**config.mk**
```make
export PLATFORM = sky130hd
export DESIGN_NAME = poly_evaluator_top
export DESIGN_NICKNAME = d
export VERILOG_FILES = /design/src/design/horner_pkg.sv /design/src/design/coeff_index_counter.sv /design/src/design/fixed_multiplier.sv /design/src/design/horner_sequencer.sv /design/src/design/poly_coeff_rom.sv /design/src/design/poly_evaluator_top.sv /design/src/design/saturating_adder.sv
export SDC_FILE = /design/constraint.sdc
export NUM_CORES = 1
export LEC_CHECK = 0
export BUFFER_PORTS_ARGS = -buffer_cell sky130_fd_sc_hd__buf_2
export CAP_MARGIN = 25
export CORE_MARGIN = 3
export CORE_UTILIZATION = 35
export DETAILED_ROUTE_END_ITERATION = 8
export SLEW_MARGIN = 10
export SYNTH_ARGS = -nofsm -noshare
export SYNTH_HDL_FRONTEND = slang
export SYNTH_SLANG_ARGS = --single-unit
```
**constraint.sdc**
```tcl
create_clock -name clk -period 10.86 [get_ports clk]
set_clock_uncertainty 0.1 [all_clocks]
set_input_delay 1.629 -clock clk [delete_from_list [all_inputs] [get_ports clk]]
set_output_delay 1.629 -clock clk [all_outputs]
set_load 0.01 [all_outputs]
```
**src/design/horner_pkg.sv**
```systemverilog
`default_nettype none

package horner_pkg;

    // ====================
    // Fixed-point format
    // ====================

    // Q2.30 signed data word
    localparam int fix_width = 32;
    localparam int frac_bits = 30;

    typedef logic signed [fix_width-1:0] fix_t;

    // Saturation limits
    localparam fix_t fix_max = {1'b0, {(fix_width-1){1'b1}}};
    localparam fix_t fix_min = {1'b1, {(fix_width-1){1'b0}}};

    // ====================
    // Polynomial select
    // ====================

    // Codes 2..15 are invalid
    typedef enum logic [3:0] {
        POLY_F2XM1 = 4'd0,
        POLY_LOG2  = 4'd1
    } poly_sel_t;

    // Highest supported degree, sets index width
    localparam logic [3:0] max_degree = 4'd7;

    typedef logic [$clog2(max_degree + 1)-1:0] coeff_idx_t;

    // 2^x - 1, c_k = (ln 2)^k / k!
    localparam fix_t F2XM1_COEFFS [0:6] = '{
        32'sd0,
        32'sd744261118,
        32'sd257941248,
        32'sd59597083,
        32'sd10327387,
        32'sd1431680,
        32'sd165394
    };

    // log2(1+x), c_k = (-1)^(k+1) / (k ln 2)
    localparam fix_t LOG2_COEFFS [0:7] = '{
        32'sd0,
        32'sd1549082005,
        -32'sd774541002,
        32'sd516360668,
        -32'sd387270501,
        32'sd309816401,
        -32'sd258180334,
        32'sd221297429
    };

    // Degree follows the table length, 0 for bad codes
    function automatic coeff_idx_t poly_degree(input poly_sel_t sel);
        case (sel)
            POLY_F2XM1: return coeff_idx_t'($size(F2XM1_COEFFS) - 1);
            POLY_LOG2:  return coeff_idx_t'($size(LOG2_COEFFS) - 1);
            default:    return '0;
        endcase
    endfunction

    // ====================
    // Request / response
    // ====================

    typedef struct packed {
        poly_sel_t sel;
        fix_t      x;
    } eval_req_t;

    typedef struct packed {
        fix_t result;
        logic error;
    } eval_rsp_t;

endpackage

`default_nettype wire

```
**src/design/coeff_index_counter.sv**
```systemverilog
`timescale 1ns/10ps
`default_nettype none

module coeff_index_counter (
    input  wire                         clk,
    input  wire                         reset,
    input  wire                         load,
    input  wire horner_pkg::poly_sel_t  sel,
    input  wire                         dec,
    output horner_pkg::coeff_idx_t      index,
    output logic                        is_zero
);
    import horner_pkg::*;

    // Starts at c_n, walks down to c0
    always_ff @(posedge clk or posedge reset) begin
        if (reset) begin
            index <= '0;
        end else if (load) begin
            index <= poly_degree(sel);
        end else if (dec) begin
            index <= index - 1'b1;
        end
    end

    // Last coefficient reached
    assign is_zero = (index == '0);

    // Index never wraps below c0
    a_no_underflow: assert property (@(posedge clk) disable iff (reset)
        dec |-> !is_zero);

endmodule

`default_nettype wire

```
**src/design/fixed_multiplier.sv**
```systemverilog
`timescale 1ns/10ps
`default_nettype none

module fixed_multiplier (
    input  wire                   clk,
    input  wire                   reset,
    input  wire                   start,
    input  wire horner_pkg::fix_t a,
    input  wire horner_pkg::fix_t b,
    output horner_pkg::fix_t      product,
    output logic                  sat,
    output logic                  done
);
    import horner_pkg::*;

    logic                    running;
    logic [4:0]              steps_left;
    logic                    neg;
    logic [fix_width-1:0]    mag_a;
    logic [fix_width-1:0]    mag_b;
    logic [2*fix_width-1:0]  mcand;
    logic [fix_width-1:0]    mplier;
    logic [2*fix_width-1:0]  acc;
    logic [2*fix_width-1:0]  partial;
    logic [2*fix_width-1:0]  acc_next;
    logic signed [2*fix_width-1:0] full_prod;
    logic signed [2*fix_width-1:0] shifted;

    // Magnitudes, fix_min maps to 2^31 unsigned
    assign mag_a = a[fix_width-1] ? -a : a;
    assign mag_b = b[fix_width-1] ? -b : b;

    // ====================
    // Radix-4 step
    // ====================
    always_comb begin
        case (mplier[1:0])
            2'd0:    partial = '0;
            2'd1:    partial = mcand;
            2'd2:    partial = mcand << 1;
            default: partial = mcand + (mcand << 1);
        endcase
        acc_next = acc + partial;
        // Sign applied before shift, so truncation is toward -inf
        full_prod = neg ? -$signed(acc_next) : $signed(acc_next);
        shifted   = full_prod >>> frac_bits;
    end

    // Sequencing, one load cycle then 16 steps
    always_ff @(posedge clk or posedge reset) begin
        if (reset) begin
            running    <= 1'b0;
            steps_left <= '0;
            done       <= 1'b0;
        end else begin
            done <= 1'b0;
            if (start) begin
                running    <= 1'b1;
                steps_left <= 5'(fix_width / 2);
            end else if (running) begin
                steps_left <= steps_left - 5'd1;
                if (steps_left == 5'd1) begin
                    running <= 1'b0;
                    done    <= 1'b1;
                end
            end
        end
    end

    // Datapath
    always_ff @(posedge clk) begin
        if (start) begin
            mcand  <= {{fix_width{1'b0}}, mag_a};
            mplier <= mag_b;
            acc    <= '0;
            neg    <= a[fix_width-1] ^ b[fix_width-1];
        end else if (running) begin
            acc    <= acc_next;
            mcand  <= mcand << 2;
            mplier <= mplier >> 2;
            // Last step, format and clamp
            if (steps_left == 5'd1) begin
                if (shifted > fix_max) begin
                    product <= fix_max;
                    sat     <= 1'b1;
                end else if (shifted < fix_min) begin
                    product <= fix_min;
                    sat     <= 1'b1;
                end else begin
                    product <= shifted[fix_width-1:0];
                    sat     <= 1'b0;
                end
            end
        end
    end

    // No restart mid-operation
    a_no_start_busy: assert property (@(posedge clk) disable iff (reset)
        running |-> !start);

    // Single-cycle completion pulse
    a_done_pulse: assert property (@(posedge clk) disable iff (reset)
        done |=> !done);

endmodule

`default_nettype wire

```
**src/design/horner_sequencer.sv**
```systemverilog
`timescale 1ns/10ps
`default_nettype none

module horner_sequencer (
    input  wire                            clk,
    input  wire                            reset,
    input  wire                            start,
    input  wire horner_pkg::eval_req_t     req,
    output logic                           busy,
    output logic                           done,
    output horner_pkg::eval_rsp_t          rsp,
    output horner_pkg::poly_sel_t          sel_q,
    output logic                           cnt_load,
    output logic                           cnt_dec,
    input  wire                            index_zero,
    input  wire horner_pkg::fix_t          coeff,
    input  wire                            sel_valid,
    output logic                           mul_start,
    output horner_pkg::fix_t               mul_a,
    output horner_pkg::fix_t               mul_b,
    input  wire horner_pkg::fix_t          mul_product,
    input  wire                            mul_sat,
    input  wire                            mul_done,
    output logic                           add_start,
    output horner_pkg::fix_t               add_a,
    output horner_pkg::fix_t               add_b,
    input  wire horner_pkg::fix_t          add_sum,
    input  wire                            add_ovf,
    input  wire                            add_done
);
    import horner_pkg::*;

    typedef enum logic [2:0] {
        IDLE,
        LOAD_TOP,
        MULTIPLY,
        WAIT_MUL,
        ADD,
        WAIT_ADD,
        FINISH
    } state_t;

    state_t state;
    fix_t   acc;
    fix_t   x_q;
    logic   err;
    logic   accept;

    // Start only counts when idle
    assign accept = (state == IDLE) && start;
    assign busy   = (state != IDLE);

    // ====================
    // Unit control
    // ====================
    assign cnt_load  = accept;
    // Step down right after the product lands
    assign cnt_dec   = (state == WAIT_MUL) && mul_done;
    assign mul_start = (state == MULTIPLY);
    assign mul_a     = acc;
    assign mul_b     = x_q;
    assign add_start = (state == ADD);
    assign add_a     = acc;
    assign add_b     = coeff;

    // Request latch
    always_ff @(posedge clk) begin
        if (accept) begin
            sel_q <= req.sel;
            x_q   <= req.x;
        end
    end

    // ====================
    // Main FSM
    // ====================
    always_ff @(posedge clk or posedge reset) begin
        if (reset) begin
            state <= IDLE;
            acc   <= '0;
            err   <= 1'b0;
            done  <= 1'b0;
            rsp   <= '0;
        end else begin
            done <= 1'b0;
            case (state)
                IDLE: begin
                    if (accept) begin
                        err   <= 1'b0;
                        state <= LOAD_TOP;
                    end
                end
                LOAD_TOP: begin
                    if (sel_valid) begin
                        // ROM now shows c_n
                        acc   <= coeff;
                        state <= MULTIPLY;
                    end else begin
                        rsp   <= '{result: '0, error: 1'b1};
                        done  <= 1'b1;
                        state <= FINISH;
                    end
                end
                MULTIPLY: begin
                    state <= WAIT_MUL;
                end
                WAIT_MUL: begin
                    if (mul_done) begin
                        acc   <= mul_product;
                        err   <= err | mul_sat;
                        state <= ADD;
                    end
                end
                ADD: begin
                    state <= WAIT_ADD;
                end
                WAIT_ADD: begin
                    if (add_done) begin
                        acc <= add_sum;
                        err <= err | add_ovf;
                        // c0 just added
                        if (index_zero) begin
                            rsp   <= '{result: add_sum, error: err | add_ovf};
                            done  <= 1'b1;
                            state <= FINISH;
                        end else begin
                            state <= MULTIPLY;
                        end
                    end
                end
                FINISH: begin
                    state <= IDLE;
                end
                default: begin
                    state <= IDLE;
                end
            endcase
        end
    end

    // Completion only from the last state
    a_done_in_finish: assert property (@(posedge clk) disable iff (reset)
        done |-> state == FINISH);

endmodule

`default_nettype wire

```
**src/design/poly_coeff_rom.sv**
```systemverilog
`timescale 1ns/10ps
`default_nettype none

module poly_coeff_rom (
    input  wire horner_pkg::poly_sel_t  sel,
    input  wire horner_pkg::coeff_idx_t index,
    output horner_pkg::fix_t            coeff,
    output logic                        sel_valid
);
    import horner_pkg::*;

    // Pure lookup, no clock
    always_comb begin
        coeff     = '0;
        sel_valid = 1'b0;
        case (sel)
            POLY_F2XM1: begin
                sel_valid = 1'b1;
                // Table is one entry short of the index range
                if (int'(index) < $size(F2XM1_COEFFS)) begin
                    coeff = F2XM1_COEFFS[index];
                end
            end
            POLY_LOG2: begin
                sel_valid = 1'b1;
                if (int'(index) < $size(LOG2_COEFFS)) begin
                    coeff = LOG2_COEFFS[index];
                end
            end
            default: begin
                // Bad selector gives zero
                coeff = '0;
            end
        endcase
    end

endmodule

`default_nettype wire

```
**src/design/poly_evaluator_top.sv**
```systemverilog
`timescale 1ns/10ps
`default_nettype none

module poly_evaluator_top (
    input  wire                        clk,
    input  wire                        reset,
    input  wire                        start,
    input  wire horner_pkg::eval_req_t req,
    output logic                       busy,
    output logic                       done,
    output horner_pkg::eval_rsp_t      rsp
);
    import horner_pkg::*;

    poly_sel_t  sel_q;
    logic       cnt_load;
    logic       cnt_dec;
    coeff_idx_t index;
    logic       index_zero;
    fix_t       coeff;
    logic       sel_valid;
    logic       mul_start;
    fix_t       mul_a;
    fix_t       mul_b;
    fix_t       mul_product;
    logic       mul_sat;
    logic       mul_done;
    logic       add_start;
    fix_t       add_a;
    fix_t       add_b;
    fix_t       add_sum;
    logic       add_ovf;
    logic       add_done;

    // ====================
    // Control
    // ====================
    horner_sequencer u_seq (
        .clk(clk), .reset(reset), .start(start), .req(req),
        .busy(busy), .done(done), .rsp(rsp), .sel_q(sel_q),
        .cnt_load(cnt_load), .cnt_dec(cnt_dec), .index_zero(index_zero),
        .coeff(coeff), .sel_valid(sel_valid),
        .mul_start(mul_start), .mul_a(mul_a), .mul_b(mul_b),
        .mul_product(mul_product), .mul_sat(mul_sat), .mul_done(mul_done),
        .add_start(add_start), .add_a(add_a), .add_b(add_b),
        .add_sum(add_sum), .add_ovf(add_ovf), .add_done(add_done)
    );

    // Loads in the accept cycle, so it sees the incoming selector
    coeff_index_counter u_cnt (
        .clk(clk), .reset(reset), .load(cnt_load), .sel(req.sel),
        .dec(cnt_dec), .index(index), .is_zero(index_zero)
    );

    poly_coeff_rom u_rom (
        .sel(sel_q), .index(index), .coeff(coeff), .sel_valid(sel_valid)
    );

    // ====================
    // Arithmetic
    // ====================
    fixed_multiplier u_mul (
        .clk(clk), .reset(reset), .start(mul_start), .a(mul_a), .b(mul_b),
        .product(mul_product), .sat(mul_sat), .done(mul_done)
    );

    saturating_adder u_add (
        .clk(clk), .reset(reset), .start(add_start), .a(add_a), .b(add_b),
        .sum(add_sum), .ovf(add_ovf), .done(add_done)
    );

endmodule

`default_nettype wire

```
**src/design/saturating_adder.sv**
```systemverilog
`timescale 1ns/10ps
`default_nettype none

module saturating_adder (
    input  wire                   clk,
    input  wire                   reset,
    input  wire                   start,
    input  wire horner_pkg::fix_t a,
    input  wire horner_pkg::fix_t b,
    output horner_pkg::fix_t      sum,
    output logic                  ovf,
    output logic                  done
);
    import horner_pkg::*;

    // One guard bit, operands sign-extend
    logic signed [fix_width:0] wide_sum;

    assign wide_sum = a + b;

    // Clamp and register
    always_ff @(posedge clk) begin
        if (start) begin
            if (wide_sum > fix_max) begin
                sum <= fix_max;
                ovf <= 1'b1;
            end else if (wide_sum < fix_min) begin
                sum <= fix_min;
                ovf <= 1'b1;
            end else begin
                sum <= wide_sum[fix_width-1:0];
                ovf <= 1'b0;
            end
        end
    end

    // Result valid one cycle after start
    always_ff @(posedge clk or posedge reset) begin
        if (reset) begin
            done <= 1'b0;
        end else begin
            done <= start;
        end
    end

endmodule

`default_nettype wire

```
==> metrics <==
Mapped Nets 3,247; top cells by area, synth edfxtp_1 (20%), ha_1 (8.5%), dfrtp_1 (7.9%); Site Rows 98; M2 GR Usage 30.0%; final instance area 28,500 um2; Max IR drop VDD 0.192 mV; max_cap viols 0; GRT Max-Usage Layer met2; sequential fraction of the synthesis area 34.9%; top_reg_cell synth edfxtp_1; # IOs 74; outcome finished clean; asr flop ratio synth 23.5%; number of synthesized flops with an enable pin 167; Routed WL 72,800 um; Synth warnings 0; # DRC 0; Placer Congestion 0.972; total track usage 18.6%; Critical Path RT 11.06 ns; setup_tns 0 ns; Most common cell on crit path o21ai_0; Worst-path clk slew 0.06 ns; Seq cells post-synth 344; Post-Syn Instances 3,030; post-layout min period 8.91 ns; Global Route met1 Usage 25.8%; via-per-instance ratio 5.53; Clock Tree Buf Depth 3; f_max 0.112 GHz; first-pass GRT wire length 117,000 um; worst r2r path cells 31; Leak 12.4 nW; post-CTS resize count 0; PD cells 347 nW/um2; placed cell area 26,900 um2; RSZ-0062 raised after global routing no; total setup buffers inserted after CTS 0; Min Hold Slack 0.371 ns; core region area 72,100 um2; Starting Density 35.7%; net total in the final layout 3,235; clock buffers created by TritonCTS 41; Least-Margin Pin Slew 1.00 ns; CP arrival 9.11 ns; n_diodes 0; Tcrit/Tclk final 82.0%; HP Class register to register; number of cells on the worst hold path 2; largest net degree at the start of global routing 109; Via Count 22.1k; Final Max Slew Viols 0; final hold viol count 0; Pre-Repair DR Iteration Count 5; IO Port Bufs 73; grt total ovfl 0; Layout Area Growth over Synthesis 10.7%; vias in the first global route 21.4k; Die X 277 um; Sink Count 344; H-tree Lvls 2; global-route met3 utilization 2.70%; CP max stage delay 0.69 ns; Slew HR 33.3%; largest area contributor in the netlist edfxtp_1; Worst setup SP type register; Yosys top cell area share 19.5%; # hold bufs at CTS 0; root buffer cell clkbuf_16; die area 76,700 um2; routed wire length per instance 18.2 um; CP endpoint kind register; Worst path slowest cell nor3_1; Worst-Skew Late Latency 0.58 ns; crit-path max FO 24; initial antenna violation count 0; Die Height 277 um; DRT iter0 DRCs 1,638; pre-CTS setup slack 2.14 ns; share of cells above drive strength 1 7.05%; synthesized area 25,700 um2; CTS tree done; Netlist cell types 87; setup ws final 1.95 ns; Final setup viols 0; Antenna Nets Post-Route 0; hpwl dp 55,800 um; Crit Path Class register to register; Final Power 0.00989 W; Syn Area/Cell 8.48 um2
## cells by family (layout without fill, tap and decap cells)
| group | Yosys count | count (layout) | share of synthesized area (%) |
|---|---|---|---|
| and+or+nand+nor | 964 | 964 | 16.7 |
| AOI/OAI and AO/OA | 946 | 946 | 22.9 |
| DFF | 344 | 344 | 34.9 |
| xor gates and xnor gates | 238 | 238 | 8.11 |
| buffers and inverters | 227 | 248 | 3.43 |
| adders and majority gates | 184 | 184 | 8.98 |
| muxes | 127 | 127 | 4.95 |
## sequential cells by signal, indices dropped and copies added, names as in the netlist
name,flops
u_seq.add_a,32
u_add.sum,32
u_add.ovf,1
u_mul.sat,1
u_mul.running,1
u_seq.rsp,33
u_cnt.index,3
u_add.done,1
u_mul.product,32
u_seq.done,1
u_mul.done,1
u_mul.neg,1
u_seq.err,1
u_mul.mcand,64
u_seq.mul_b,32
u_mul.acc,64
u_mul.steps_left,5
u_seq.sel_q,4
u_mul.mplier,32
u_seq.state,3
## critical path: cells and delay by family, from the launching register on
family,cells,cell delay (ns)
multiplexers,1,0.36
XOR/XNOR,2,0.37
AND/OR/NAND/NOR,13,3.93
flip-flops,1,0.46
adder cells (fa/ha/maj),2,0.81
buffers and inverters,1,0.22
AO/OA/AOI/OAI,12,2.37
## layout by cell type (no fill, tap or decap), drive strengths merged, types with 14 or more instances in the layout
| master | n |
|---|---|
| edfxtp | 167 |
| or3 | 18 |
| o211ai | 14 |
| o41ai | 15 |
| nor2 | 279 |
| a21o | 101 |
| a41oi | 38 |
| nand2b | 20 |
| buf | 96 |
| and2 | 18 |
| o21a | 16 |
| or4 | 18 |
| nand3 | 34 |
| a21oi | 237 |
| nand4 | 41 |
| o21bai | 34 |
| nor3 | 45 |
| xor2 | 127 |
| nand2 | 411 |
| clkinv | 14 |
| o31ai | 31 |
| a31oi | 15 |
| and3 | 18 |
| clkbuf | 56 |
| nor2b | 16 |
| a211oi | 25 |
| o21ai | 332 |
| mux2i | 126 |
| dfxtp | 96 |
| ha | 175 |
| xnor2 | 111 |
| inv | 72 |
| dfrtp | 81 |
## synthesized netlist by cell type, drive strengths merged (8+ instances only)
master / instances
nor4: 11
xnor2: 111
mux2i: 126
a21o: 101
dfrtp: 81
nand2: 411
nand3: 34
edfxtp: 167
inv: 74
o22ai: 8
a41oi: 38
clkbuf: 132
or4: 18
nand4: 41
a221oi: 9
o211ai: 14
ha: 175
xor2: 127
a211oi: 25
nand2b: 20
a21oi: 237
nor2: 279
buf: 20
o41ai: 15
o21a: 16
nor3: 45
or2: 13
a31oi: 15
o31ai: 31
nor2b: 16
a22oi: 9
and3: 18
and2: 18
or3: 18
dfxtp: 96
o21bai: 34
o21ai: 332
## through the flow
step	instances	util [%]
after floorplan	3030	-
after global placement	3920	37.2
after detailed placement	3922	37.3
after CTS	3998	39.4
after global routing	4001	39.5
final	4001	39.5
## final cells by class
type,instances,area [um2]
tap,950,1190
timing repair buffer,97,611
fill,7391,43600
sequential,344,8970
clock buffer,55,1140
clock inverter,21,360
inverter,75,284
multi-input combinational,2459,15900
## per-layer routing
layer	wire length, um	part of all wire, %	vias up
li1	-	-	11000
met1	34100	47	10400
met2	32800	45	543
met3	3940	5.4	115
met4	2020	2.8	0
met5	0	0	-
## report_power, final
group	internal (W)	switching [W]
combinational	0.00223	0.00366
sequential	0.00198	0.000468
clock	0.000957	0.000586
## path summary, 6_finish.rpt
| kind | end | start | slack, ns |
|---|---|---|---|
| worst max-delay path | u_mul.product[11]$_SDFFCE_PN1P_ | u_mul.mcand[5]$_DFFE_PP_ | 1.95 |
| max in group asynchronous | u_mul.steps_left[1]$_DFFE_PP0P_ | reset | 8.58 |
| min in group asynchronous | u_seq.rsp[3]$_DFFE_PP0P_ | reset | 1.00 |
| worst max register to register | u_mul.product[11]$_SDFFCE_PN1P_ | u_mul.mcand[5]$_DFFE_PP_ | 1.95 |
| worst min register to register | u_seq.rsp[2]$_DFFE_PP0P_ | u_seq.rsp[2]$_DFFE_PP0P_ | 0.37 |
| worst min-delay path | u_seq.rsp[2]$_DFFE_PP0P_ | u_seq.rsp[2]$_DFFE_PP0P_ | 0.37 |
Note: power is estimated with default switching activity, not from simulation.
